<file path="src/source/cbuf_config.svh">
`ifndef CBUF_CONFIG_SVH
`define CBUF_CONFIG_SVH

//////////////////////////////////////////////////////////////////////
// widths shared by the sequencer and its testbench
//////////////////////////////////////////////////////////////////////

`define CBUF_ADDR_W   16   // circular buffer address
`define CBUF_DAT_W    26   // one buffer word, two samples plus range bits
`define ACQ_OUT_W     132  // 4-bit tag + 128-bit payload

`define FILL_NUM_W    24   // fill number
`define WFM_NUM_W     23   // waveform number, also the burst address
`define NUM_BURSTS_W  14   // data records per waveform
`define TRIG_TIME_W   42   // trigger time stamp

`endif
</file>
<file path="src/source/cbuf_pkg.sv">
`default_nettype none

package cbuf_pkg;

    // sequencer states
    typedef enum logic [3:0] {
        S_IDLE, S_OPEN, S_WAIT, S_POP, S_HDR,
        S_RD0, S_RD1, S_RD2, S_RD3, S_LAT, S_DWR,
        S_CHKSUM, S_FILL_HDR
    } sm_state_t;

    // payload select from the state machine to the mux
    typedef enum logic [1:0] {
        SEL_FILL_HDR, SEL_WFM_HDR, SEL_DATA, SEL_CHECKSUM
    } acq_sel_t;

    // record tag, top nibble of every record
    typedef enum logic [3:0] {
        TAG_FILL_HDR = 4'd1,
        TAG_WFM_HDR  = 4'd2,
        TAG_DATA     = 4'd3,
        TAG_CHECKSUM = 4'd4
    } acq_tag_t;

endpackage

`default_nettype wire

</file>
<file path="src/source/cbuf_to_ddr3.sv">
`timescale 1ns/1ps
`default_nettype none
`include "cbuf_config.svh"

module cbuf_to_ddr3
    import cbuf_pkg::*;
(
    input  logic                      adc_clk,
    input  logic                      reset,
    input  logic                      cbuf_rd_en,          // fill in progress, low closes it
    input  logic                      cbuf_trig_en,        // new waveforms allowed
    input  logic [11:0]               channel_tag,         // goes into the fill header
    input  logic [`FILL_NUM_W-1:0]    initial_fill_num,
    input  logic                      initial_fill_num_wr, // foreign clock domain
    input  logic [`NUM_BURSTS_W-1:0]  num_bursts,          // data records per waveform
    input  logic [`CBUF_ADDR_W-1:0]   pre_trig,            // words kept before the trigger
    input  logic [`CBUF_DAT_W-1:0]    circ_buf_rd_dat,
    input  logic [`CBUF_ADDR_W-1:0]   circ_buf_trig_addr,  // FWFT head
    input  logic                      trig_fifo_empty,
    input  logic [`TRIG_TIME_W-1:0]   trigger_time,
    output logic                      cbuf_rd_trig_wait,
    output logic                      trig_addr_rd_en,
    output logic [`FILL_NUM_W-1:0]    fill_num,
    output logic [`CBUF_ADDR_W-1:0]   circ_buf_rd_addr,
    output logic [`ACQ_OUT_W-1:0]     acq_out_dat,
    output logic                      acq_out_valid,
    output logic [`WFM_NUM_W-1:0]     current_waveform_num,
    output logic                      ddr3_wr_active
);

    logic fill_open, init_rd_addr, inc_rd_addr, latch_dat, save_start_adr;
    logic burst_cntr_load, burst_cntr_zero, record_wr, wfm_done, fill_done;
    acq_sel_t acq_sel;

    logic [`CBUF_ADDR_W-1:0] circ_buf_start_addr;
    logic [`TRIG_TIME_W-1:0] wfm_trigger_time;    // time stamp of the popped trigger
    logic [`WFM_NUM_W-1:0]   burst_adr;
    logic [`WFM_NUM_W-1:0]   waveform_start_adr;  // burst address of the wfm header
    logic [`CBUF_DAT_W-1:0]  dat3, dat2, dat1, dat0;

    //////////////////////////////////////////////////////////////////////
    // trigger capture, start address and read address counter
    always_ff @(posedge adc_clk) begin
        if (trig_addr_rd_en) begin
            circ_buf_start_addr <= circ_buf_trig_addr - pre_trig; // wraps mod 2^16
            wfm_trigger_time    <= trigger_time;
        end
        if (save_start_adr)
            waveform_start_adr <= burst_adr;  // header lands at this address
    end

    always_ff @(posedge adc_clk) begin
        if (reset)
            circ_buf_rd_addr <= '0;
        else if (init_rd_addr)
            circ_buf_rd_addr <= circ_buf_start_addr;
        else if (inc_rd_addr)
            circ_buf_rd_addr <= circ_buf_rd_addr + 1'b1;  // rolls over with the buffer
    end

    // four-word shift register, newest word enters at dat3
    always_ff @(posedge adc_clk) begin
        if (latch_dat) begin
            dat3 <= circ_buf_rd_dat;
            dat2 <= dat3;
            dat1 <= dat2;
            dat0 <= dat1;  // oldest word
        end
    end

    //////////////////////////////////////////////////////////////////////
    // instances
    cbuf_to_ddr3_sm u_sm (
        .adc_clk(adc_clk), .reset(reset), .cbuf_rd_en(cbuf_rd_en),
        .cbuf_trig_en(cbuf_trig_en), .trig_fifo_empty(trig_fifo_empty),
        .burst_cntr_zero(burst_cntr_zero), .cbuf_rd_trig_wait(cbuf_rd_trig_wait),
        .trig_addr_rd_en(trig_addr_rd_en), .fill_open(fill_open),
        .init_rd_addr(init_rd_addr), .inc_rd_addr(inc_rd_addr), .latch_dat(latch_dat),
        .save_start_adr(save_start_adr), .burst_cntr_load(burst_cntr_load),
        .record_wr(record_wr), .acq_sel(acq_sel), .wfm_done(wfm_done),
        .fill_done(fill_done), .ddr3_wr_active(ddr3_wr_active)
    );

    acq_dat_mux u_mux (
        .adc_clk(adc_clk), .reset(reset), .acq_sel(acq_sel), .record_wr(record_wr),
        .checksum_clear(fill_open), .dat3(dat3), .dat2(dat2), .dat1(dat1), .dat0(dat0),
        .channel_tag(channel_tag), .fill_num(fill_num),
        .current_waveform_num(current_waveform_num),
        .waveform_start_adr(waveform_start_adr), .burst_adr(burst_adr),
        .wfm_trigger_time(wfm_trigger_time), .acq_out_dat(acq_out_dat),
        .acq_out_valid(acq_out_valid)
    );

    acq_counters u_cntrs (
        .adc_clk(adc_clk), .reset(reset), .initial_fill_num(initial_fill_num),
        .initial_fill_num_wr(initial_fill_num_wr), .fill_open(fill_open),
        .record_wr(record_wr), .burst_cntr_load(burst_cntr_load), .num_bursts(num_bursts),
        .wfm_done(wfm_done), .fill_done(fill_done), .fill_num(fill_num),
        .current_waveform_num(current_waveform_num), .burst_adr(burst_adr),
        .burst_cntr_zero(burst_cntr_zero)
    );

endmodule

`default_nettype wire

</file>
<file path="src/source/cbuf_to_ddr3_sm.sv">
`timescale 1ns/1ps
`default_nettype none
`include "cbuf_config.svh"

module cbuf_to_ddr3_sm
    import cbuf_pkg::*;
(
    input  logic     adc_clk,
    input  logic     reset,
    input  logic     cbuf_rd_en,
    input  logic     cbuf_trig_en,
    input  logic     trig_fifo_empty,
    input  logic     burst_cntr_zero,    // all data records of the waveform written
    output logic     cbuf_rd_trig_wait,
    output logic     trig_addr_rd_en,
    output logic     fill_open,          // clears checksum and counters
    output logic     init_rd_addr,
    output logic     inc_rd_addr,
    output logic     latch_dat,
    output logic     save_start_adr,
    output logic     burst_cntr_load,
    output logic     record_wr,          // mux registers a record next edge
    output acq_sel_t acq_sel,
    output logic     wfm_done,
    output logic     fill_done,
    output logic     ddr3_wr_active
);

    sm_state_t state, state_nxt;
    logic      pop_ok;

    // pop only with a trigger waiting and both enables up
    assign pop_ok = cbuf_rd_en && cbuf_trig_en && !trig_fifo_empty;

    always_ff @(posedge adc_clk) begin
        if (reset)
            state <= S_IDLE;
        else
            state <= state_nxt;
    end

    //////////////////////////////////////////////////////////////////////
    // next state
    // data loop per burst: RD0/DWR present the first address, RD1..LAT
    // latch one word each, DWR writes the record, 5 cycles per record
    always_comb begin
        state_nxt = state;
        case (state)
            S_IDLE:     if (cbuf_rd_en) state_nxt = S_OPEN;
            S_OPEN:     state_nxt = S_WAIT;
            S_WAIT: begin
                if (!cbuf_rd_en)
                    state_nxt = S_CHKSUM;                  // close the fill
                else if (cbuf_trig_en && !trig_fifo_empty)
                    state_nxt = S_POP;
            end
            S_POP:      state_nxt = pop_ok ? S_HDR : S_WAIT; // enable may have dropped
            S_HDR:      state_nxt = S_RD0;
            S_RD0:      state_nxt = S_RD1;
            S_RD1:      state_nxt = burst_cntr_zero ? S_WAIT : S_RD2;  // last record gone
            S_RD2:      state_nxt = S_RD3;
            S_RD3:      state_nxt = S_LAT;
            S_LAT:      state_nxt = S_DWR;
            S_DWR:      state_nxt = S_RD1;                 // doubles as next RD0
            S_CHKSUM:   state_nxt = S_FILL_HDR;
            S_FILL_HDR: state_nxt = S_IDLE;
            default:    state_nxt = S_IDLE;
        endcase
    end

    //////////////////////////////////////////////////////////////////////
    // decoded strobes
    assign cbuf_rd_trig_wait = (state == S_WAIT);
    assign trig_addr_rd_en   = (state == S_POP) && pop_ok;
    assign save_start_adr    = trig_addr_rd_en;   // burst_adr is the header's address here
    assign fill_open         = (state == S_OPEN);
    assign init_rd_addr      = (state == S_HDR);  // start addr valid the cycle after pop
    assign burst_cntr_load   = (state == S_HDR);  // load wins over the header's record_wr

    assign inc_rd_addr = state inside {S_RD0, S_RD1, S_RD2, S_RD3, S_DWR};
    assign latch_dat   = state inside {S_RD1, S_RD2, S_RD3, S_LAT}; // one cycle read latency
    assign record_wr   = state inside {S_HDR, S_DWR, S_CHKSUM, S_FILL_HDR};

    assign wfm_done  = (state == S_RD1) && burst_cntr_zero;
    assign fill_done = (state == S_FILL_HDR);      // fill number steps after its header

    // busy from the pop through the data loop
    assign ddr3_wr_active = trig_addr_rd_en ||
                            (state inside {S_HDR, S_RD0, S_RD1, S_RD2, S_RD3, S_LAT, S_DWR});

    always_comb begin
        case (state)
            S_HDR:      acq_sel = SEL_WFM_HDR;
            S_CHKSUM:   acq_sel = SEL_CHECKSUM;
            S_FILL_HDR: acq_sel = SEL_FILL_HDR;
            default:    acq_sel = SEL_DATA;
        endcase
    end

endmodule

`default_nettype wire

</file>
<file path="src/source/acq_dat_mux.sv">
`timescale 1ns/1ps
`default_nettype none
`include "cbuf_config.svh"

module acq_dat_mux
    import cbuf_pkg::*;
(
    input  logic                     adc_clk,
    input  logic                     reset,
    input  acq_sel_t                 acq_sel,
    input  logic                     record_wr,
    input  logic                     checksum_clear,  // start of fill
    input  logic [`CBUF_DAT_W-1:0]   dat3,            // newest word
    input  logic [`CBUF_DAT_W-1:0]   dat2,
    input  logic [`CBUF_DAT_W-1:0]   dat1,
    input  logic [`CBUF_DAT_W-1:0]   dat0,            // oldest word
    input  logic [11:0]              channel_tag,
    input  logic [`FILL_NUM_W-1:0]   fill_num,
    input  logic [`WFM_NUM_W-1:0]    current_waveform_num,
    input  logic [`WFM_NUM_W-1:0]    waveform_start_adr,
    input  logic [`WFM_NUM_W-1:0]    burst_adr,       // record count at fill header time
    input  logic [`TRIG_TIME_W-1:0]  wfm_trigger_time,
    output logic [`ACQ_OUT_W-1:0]    acq_out_dat,
    output logic                     acq_out_valid
);

    localparam int PAYLOAD_W = `ACQ_OUT_W - 4;

    logic [PAYLOAD_W-1:0] payload;
    logic [PAYLOAD_W-1:0] checksum;  // xor of the fill's records so far
    acq_tag_t             tag;

    //////////////////////////////////////////////////////////////////////
    // payload select, unused bits stay zero
    always_comb begin
        payload = '0;
        case (acq_sel)
            SEL_DATA: begin
                payload[103:0] = {dat3, dat2, dat1, dat0};  // read order, oldest low
                tag            = TAG_DATA;
            end
            SEL_WFM_HDR: begin
                payload[22:0]  = current_waveform_num;
                payload[54:32] = waveform_start_adr;
                payload[105:64] = wfm_trigger_time;
                tag            = TAG_WFM_HDR;
            end
            SEL_CHECKSUM: begin
                payload = checksum;
                tag     = TAG_CHECKSUM;
            end
            default: begin                      // fill header
                payload[23:0]  = fill_num;
                payload[54:32] = burst_adr;
                payload[75:64] = channel_tag;
                tag            = TAG_FILL_HDR;
            end
        endcase
    end

    // only headers and data feed the checksum
    always_ff @(posedge adc_clk) begin
        if (checksum_clear)
            checksum <= '0;
        else if (record_wr && (acq_sel == SEL_DATA || acq_sel == SEL_WFM_HDR))
            checksum <= checksum ^ payload;
    end

    // output record register
    always_ff @(posedge adc_clk) begin
        if (record_wr)
            acq_out_dat <= {tag, payload};
        if (reset)
            acq_out_valid <= 1'b0;
        else
            acq_out_valid <= record_wr;  // one cycle per record
    end

endmodule

`default_nettype wire

</file>
<file path="src/source/acq_counters.sv">
`timescale 1ns/1ps
`default_nettype none
`include "cbuf_config.svh"

module acq_counters (
    input  logic                      adc_clk,
    input  logic                      reset,
    input  logic [`FILL_NUM_W-1:0]    initial_fill_num,
    input  logic                      initial_fill_num_wr,  // async strobe
    input  logic                      fill_open,
    input  logic                      record_wr,
    input  logic                      burst_cntr_load,
    input  logic [`NUM_BURSTS_W-1:0]  num_bursts,
    input  logic                      wfm_done,
    input  logic                      fill_done,
    output logic [`FILL_NUM_W-1:0]    fill_num,
    output logic [`WFM_NUM_W-1:0]     current_waveform_num,
    output logic [`WFM_NUM_W-1:0]     burst_adr,
    output logic                      burst_cntr_zero
);

    logic                     fill_wr_meta, fill_wr_sync;  // two-stage synchronizer
    logic [`NUM_BURSTS_W-1:0] burst_cnt;

    //////////////////////////////////////////////////////////////////////
    // fill number, load from the other domain wins over the increment
    always_ff @(posedge adc_clk) begin
        if (reset) begin
            fill_wr_meta <= 1'b0;
            fill_wr_sync <= 1'b0;
            fill_num     <= '0;
        end else begin
            fill_wr_meta <= initial_fill_num_wr;
            fill_wr_sync <= fill_wr_meta;
            if (fill_wr_sync)
                fill_num <= initial_fill_num;
            else if (fill_done)
                fill_num <= fill_num + 1'b1;   // once per closed fill
        end
    end

    // waveform number and burst address restart with every fill
    always_ff @(posedge adc_clk) begin
        if (reset) begin
            current_waveform_num <= '0;
            burst_adr            <= '0;
        end else begin
            if (fill_open)
                current_waveform_num <= '0;
            else if (wfm_done)
                current_waveform_num <= current_waveform_num + 1'b1;
            if (fill_open)
                burst_adr <= 'd1;              // address 0 is the fill header
            else if (record_wr)
                burst_adr <= burst_adr + 1'b1;
        end
    end

    // data records left in this waveform, holds at zero
    always_ff @(posedge adc_clk) begin
        if (reset) begin
            burst_cnt       <= '0;
            burst_cntr_zero <= 1'b1;
        end else if (burst_cntr_load) begin
            burst_cnt       <= num_bursts;
            burst_cntr_zero <= (num_bursts == '0);
        end else if (record_wr && !burst_cntr_zero) begin
            burst_cnt       <= burst_cnt - 1'b1;
            burst_cntr_zero <= (burst_cnt == 'd1);
        end
    end

endmodule

`default_nettype wire

</file>
<file path="config.mk">
export PLATFORM = sky130hd
export DESIGN_NAME = cbuf_to_ddr3
export DESIGN_NICKNAME = d
export VERILOG_FILES = /design/src/source/cbuf_pkg.sv /design/src/source/cbuf_to_ddr3.sv /design/src/source/cbuf_to_ddr3_sm.sv /design/src/source/acq_dat_mux.sv /design/src/source/acq_counters.sv
export VERILOG_INCLUDE_DIRS = /design/src /design/src/source
export SDC_FILE = /design/constraint.sdc
export NUM_CORES = 1
export LEC_CHECK = 0
export BUFFER_PORTS_ARGS = -buffer_cell sky130_fd_sc_hd__buf_4
export CORE_UTILIZATION = 52
export CTS_BUF_LIST = sky130_fd_sc_hd__clkbuf_4
export DETAILED_ROUTE_END_ITERATION = 16
export GPL_ROUTABILITY_DRIVEN = 0
export PLACE_DENSITY_LB_ADDON = 0.2
export SLEW_MARGIN = 30
export SYNTH_ARGS = -nofsm -noshare
export SYNTH_HDL_FRONTEND = slang
export SYNTH_SLANG_ARGS = --single-unit
</file>
<file path="constraint.sdc">
create_clock -name adc_clk -period 8.93 [get_ports adc_clk]
set_input_delay 1.786 -clock adc_clk [delete_from_list [all_inputs] [get_ports adc_clk]]
set_output_delay 1.786 -clock adc_clk [all_outputs]
set_load 0.03 [all_outputs]
</file>
Word level (Yosys, flattened, before mapping) --
Cells that the tools add are included. Widths: inputs -> output; s select.
Storage, ports and cells: register bits 553, latch bits 0, memory bits (writable) 0, bits in read-only memories 0, input bits 156, output and inout port bits 199, logic and storage cells 96, memories 0
Cells by class: add/subtract/negate cells 6, $mul 0, div/mod/pow operators 0, $lt $le $gt $ge 0, equal/unequal tests 18, shift operators 0, muxes and demuxes 27, bitwise gates (word level) 1, reductions and logical operators 24
Operators with widths (count):
- $pmux 23 s3 | 2
- $xor 128x128->128 | 1
- $pmux 28 s3 | 1
- $mux 24 | 2
- $add 23x1->23 const B | 2
- $pmux 4 s11 | 1
- $pmux 12 s3 | 1
- $mux 16 | 2
- $mux 14 | 2
- $add 24x1->24 const B | 1
- $mux 22 | 1
- $eq 4x4->1 const B | 5
- $pmux 9 s2 | 1
- $add 16x1->16 const B | 1
- $eq 4x3->1 const B | 4
- $pmux 8 s2 | 1
- $sub 16x16->16 | 1
- $eq 14x1->1 const B | 1
- $logic_not 14->1 | 1
- $sub 14x1->14 const B | 1
- $mux 4 | 3
- $pmux 3 s3 | 1
- $eq 4x2->1 const B | 2
- $reduce_bool 2->1 | 4
- other kinds (19) | 34

Longest topological paths before layout --
depth after elaboration 5, depth in mapped cells 9, depth with buffers taken out 9

Hierarchy --
Synthesis repeated with hierarchy kept, for this count alone.
Unflattened totals: cell total of the unflattened synthesis 2108, area total of the unflattened synthesis 23785.3 um^2
Modules (own cells, without submodules):
- acq_dat_mux | instances 1, cells each 1111, area an instance 11816.3 um^2, sequential area each 6516.2 um^2
- cbuf_to_ddr3 | instances 1, cells each 422, area an instance 7272.0 um^2, sequential area each 5875.6 um^2
- acq_counters | instances 1, cells each 519, area an instance 4306.6 um^2, sequential area each 1741.7 um^2
- cbuf_to_ddr3_sm | instances 1, cells each 56, area an instance 390.4 um^2, sequential area each 80.1 um^2

Worst setup path after synthesis --
OpenSTA, ideal clock, no wires.
kind reg2reg, start point register u_sm.state[2], end point register dat0[0] (enable), library setup time 0.710 ns, arrival time 7.976 ns, required time 8.220 ns, path slack 0.244 ns, stages on the path, launching flop included 4, path buffers 1, period minus slack after synthesis 8.686 ns, cell sequence dfxtp_1 > buf_2 > nand2b_1 > o21ai_0
Between the ends: word-level cells in the longest chain between the ends 2, elaborated cells on any way between the ends 5, classes of those cells eq/ne (4); reduce/logical (1)
Ends and longest elaborated chain:
- from (decl) | line cbuf_to_ddr3_sm.sv:29 | sm_state_t state, state_nxt;
- from (signal assigned) | line cbuf_to_ddr3_sm.sv:39 | state <= state_nxt;
- $eq 4x3->1 or $eq 4x4->1 (tied branches) | line cbuf_to_ddr3_sm.sv:81 | assign latch_dat = state inside {S_RD1, S_RD2, S_RD3, S_LAT};
- $reduce_bool 4->1 (*) | line cbuf_to_ddr3_sm.sv:81
- named net latch_dat | line cbuf_to_ddr3.sv:31 | logic fill_open, init_rd_addr, inc_rd_addr, latch_dat, save_start_adr;
- to (signal assigned) | line cbuf_to_ddr3.sv:67 | dat0 <= dat1;
- to (decl) | line cbuf_to_ddr3.sv:39 | logic [`CBUF_DAT_W-1:0] dat3, dat2, dat1, dat0;
The timed path passes the listed nets; every way through them passes the cells marked *. A chain may end at the register's enable or synchronous reset.

Worst setup path after layout --
start point input port cbuf_rd_en, end point output port trig_addr_rd_en
Between the ends: word-level cells in the longest chain between the ends 3
Ends and longest elaborated chain:
- from (decl) | line cbuf_to_ddr3.sv:10 | input logic cbuf_rd_en,
- $logic_and 1x1->1 (2 in series) | line cbuf_to_ddr3_sm.sv:33 | assign pop_ok = cbuf_rd_en && cbuf_trig_en && !trig_fifo_empty;
- $logic_and 1x1->1 | line cbuf_to_ddr3_sm.sv:74 | assign trig_addr_rd_en = (state == S_POP) && pop_ok;
- to (decl) | line cbuf_to_ddr3.sv:22 | output logic trig_addr_rd_en,
No other way between the ends.

==> flow_metrics.tcl <==
set metrics [dict create \
    antenna_found_initial 2 \
    clkTransAtPathRegs_ns 0.06 \
    tightest_slew_ns 0.956 \
    outcome "finished clean" \
    hold_depth 1 \
    required_ns 7.14 \
    portBuffers 353 \
    cts-hold-fix-buffers 0 \
    rr_endpoint "u_mux.checksum[38]" \
    synth_cells 2150 \
    wl_per_cell_um 20.1 \
    hold_class "reg2reg" \
    end_kind "output pin" \
    post_drt_via_cell_ratio 5.80 \
    post-place-ws_ns 4.08 \
    layout_commonest_cell "buf_4" \
    cts-resized-gates 0 \
    hpwl_um 42300 \
    setup_viol 0 \
    drcViolationCount 0 \
    period_needed_ns 4.82 \
    seq_area_frac_synth_pct 60.7 \
    ff2ff_setup_slack_ns 5.22 \
    tns_ns 0 \
    fmax_ghz 0.207 \
    die_w_um 214 \
    htree_levels 4 \
    ios 355 \
    hold_viol 0 \
    finalNetCount 2720 \
    synth_area_leaders "edfxtp_1 (41%), dfxtp_1 (20%), xnor2_1 (4.3%)" \
    slew_violations 0 \
    startpoint "cbuf_rd_en" \
    finalCritPeriodShare_pct 54.0 \
    syn_avg_cell_area_sq_um 10.9 \
    final_antenna_net_count 0 \
    cts_buffer_depth 3 \
    cts_tree "built" \
    worst-r2r-cell-count 8 \
    num_vias 18900 \
    slew-limit-headroom_pct 36.3 \
    synth_edf_count 316 \
    synth_flop_cell "edfxtp_1" \
    grt_first_pass_wirelength_um 101000 \
    drtPass1Iterations 6 \
    rows 77 \
    dieArea_sq_mm 0.0459 \
    cts_setup_buffers 0 \
    die_height_um 214 \
    clkLatencyLatePin_ns 0.96 \
    powerDensity_mw_per_mm2 210 \
    synth_top_area_share_pct 40.5 \
    core_sq_mm 0.0443 \
    critical_path.endpoint "trig_addr_rd_en" \
    drive_gt1_share_pct 24.1 \
    crit_type "in2out" \
    skew_ns 0.0380 \
    grt_use_total_pct 28.2 \
    wl_um 65200 \
    syn_area_sq_mm 0.0234 \
    initial_core_util_pct 52.8 \
    grt_max_degree 77 \
    cts_made_buffers 145 \
    power.leakage_nw 10.9 \
    rsz0062_at_grt "no" \
    synthDistinctLibCells 75 \
    dr.first_iter.drc_count 1998 \
    yosys.area.top_type "edfxtp_1" \
    clock_sinks 552 \
    setup_ws_ns 4.11 \
    final_cell_mix "buf_4 (366), edfxtp_1 (316), nor2_1 (251), dfxtp_1 (235), clkbuf_4 (220)" \
    async_flop_share_pct 0 \
    vdd_drop_max_mv 0.142 \
    worstSetupStartpointType "input port" \
    ys_warn_count 0 \
    worstPathArrival_ns 3.04 \
    syn_nets 2328 \
    grt_pass1_vias 18300 \
    ys_ff_latch 552 \
    r2r_start "u_sm.state[1]" \
    crit_fanout 22 \
    grt_overflow 0 \
    cts_root_buffer "clkbuf_4" \
    area_growth_pct 21.8 \
    max_cap_violations 0 \
]
## through the flow
stage | utilization [%] | hold slack [ns] | area, sq um | std cells | total power (W)
floorplan | - | 0.414 | 23400 | 2150 | 0.00349
global placement | 59.7 | 0.429 | 26400 | 2982 | 0.00371
detailed placement | 60.0 | 0.428 | 26600 | 2987 | 0.00376
CTS | 64.3 | 0.442 | 28500 | 3246 | 0.00603
global route | 64.3 | 0.457 | 28500 | 3251 | 0.00625
finish | 64.3 | 0.436 | 28500 | 3252 | 0.00599
## power by group
group	total (W)	switching, W	internal, W	leakage, nW
logic	0.000697	0.000425	0.000272	4.96
registers	0.00302	0.000139	0.00288	4.81
clock network	0.00227	0.00103	0.00124	1.14
total	0.00599	0.00160	0.00439	10.9
## flip-flops by register name (all words and copies together) (netlist names), 4 cells and up
signal                        count
dat1                             26
dat0                             26
u_sm.state                        4
dat2                             26
dat3                             26
u_cntrs.burst_adr                23
u_cntrs.current_waveform_num     23
circ_buf_rd_addr                 16
u_cntrs.fill_num                 24
u_mux.checksum                  128
u_cntrs.burst_cnt                14
circ_buf_start_addr              16
wfm_trigger_time                 42
waveform_start_adr               23
u_mux.acq_out_dat               131
## area by class of cell
type | count | area [sq um]
timing repair buffer | 373 | 2890
inverter | 45 | 171
sequential | 552 | 14200
multi-input combinational | 1425 | 8570
tap | 592 | 741
antenna | 6 | 15.0
clock inverter | 39 | 262
clock buffer | 220 | 1650
fill | 3569 | 15800
## routing by layer
layer  GRT usage, %  wire length (um)  vias up
li1               -                 -     8729
met2           45.5             31200      912
met1           36.7             27100     9095
met5              0                 0        -
met3           6.81              5070      119
met4           11.1              1920        0
## worst min-delay path by stage
stage	startpoint	to	slack [ns]
6_report	u_cntrs.fill_wr_meta	u_cntrs.fill_wr_sync	0.44
4_1_cts	u_cntrs.fill_wr_meta	u_cntrs.fill_wr_sync	0.44
2_1_floorplan	u_cntrs.fill_wr_meta	u_cntrs.fill_wr_sync	0.41
3_5_place_dp	u_cntrs.fill_wr_meta	u_cntrs.fill_wr_sync	0.43
3_3_place_gp	u_cntrs.fill_wr_meta	u_cntrs.fill_wr_sync	0.43
5_1_grt	dat3[23]	dat2[23]	0.46
## critical path: stages
cell and delay (ns):
buf_4 0.10, nand2_1 0.05, nor2_1 0.30, and3_4 0.53, buf_4 0.24
## synthesized netlist by cell type (all sizes together), types with 43 or more instances
| master | count |
|---|---|
| edfxtp | 316 |
| clkbuf | 73 |
| nand3 | 188 |
| nor3 | 43 |
| nor2 | 251 |
| inv | 45 |
| a211o | 47 |
| xnor2 | 115 |
| nand2 | 151 |
| a21oi | 152 |
| o21ai | 80 |
| a2bb2oi | 48 |
| buf | 55 |
| dfxtp | 236 |
## kinds of logic after synthesis
| family | Yosys count | share of synthesized area [%] |
|---|---|---|
| AOI/OAI and AO/OA | 459 | 13.0 |
| and+or+nand+nor | 794 | 16.4 |
| muxes | 7 | 0.299 |
| xor gates and xnor gates | 142 | 5.31 |
| buffers and inverters | 173 | 3.06 |
| DFF | 552 | 60.7 |
| other | 1 | 0.0160 |
| adders and majority gates | 22 | 1.21 |
Power figures use the tool's default switching activity.
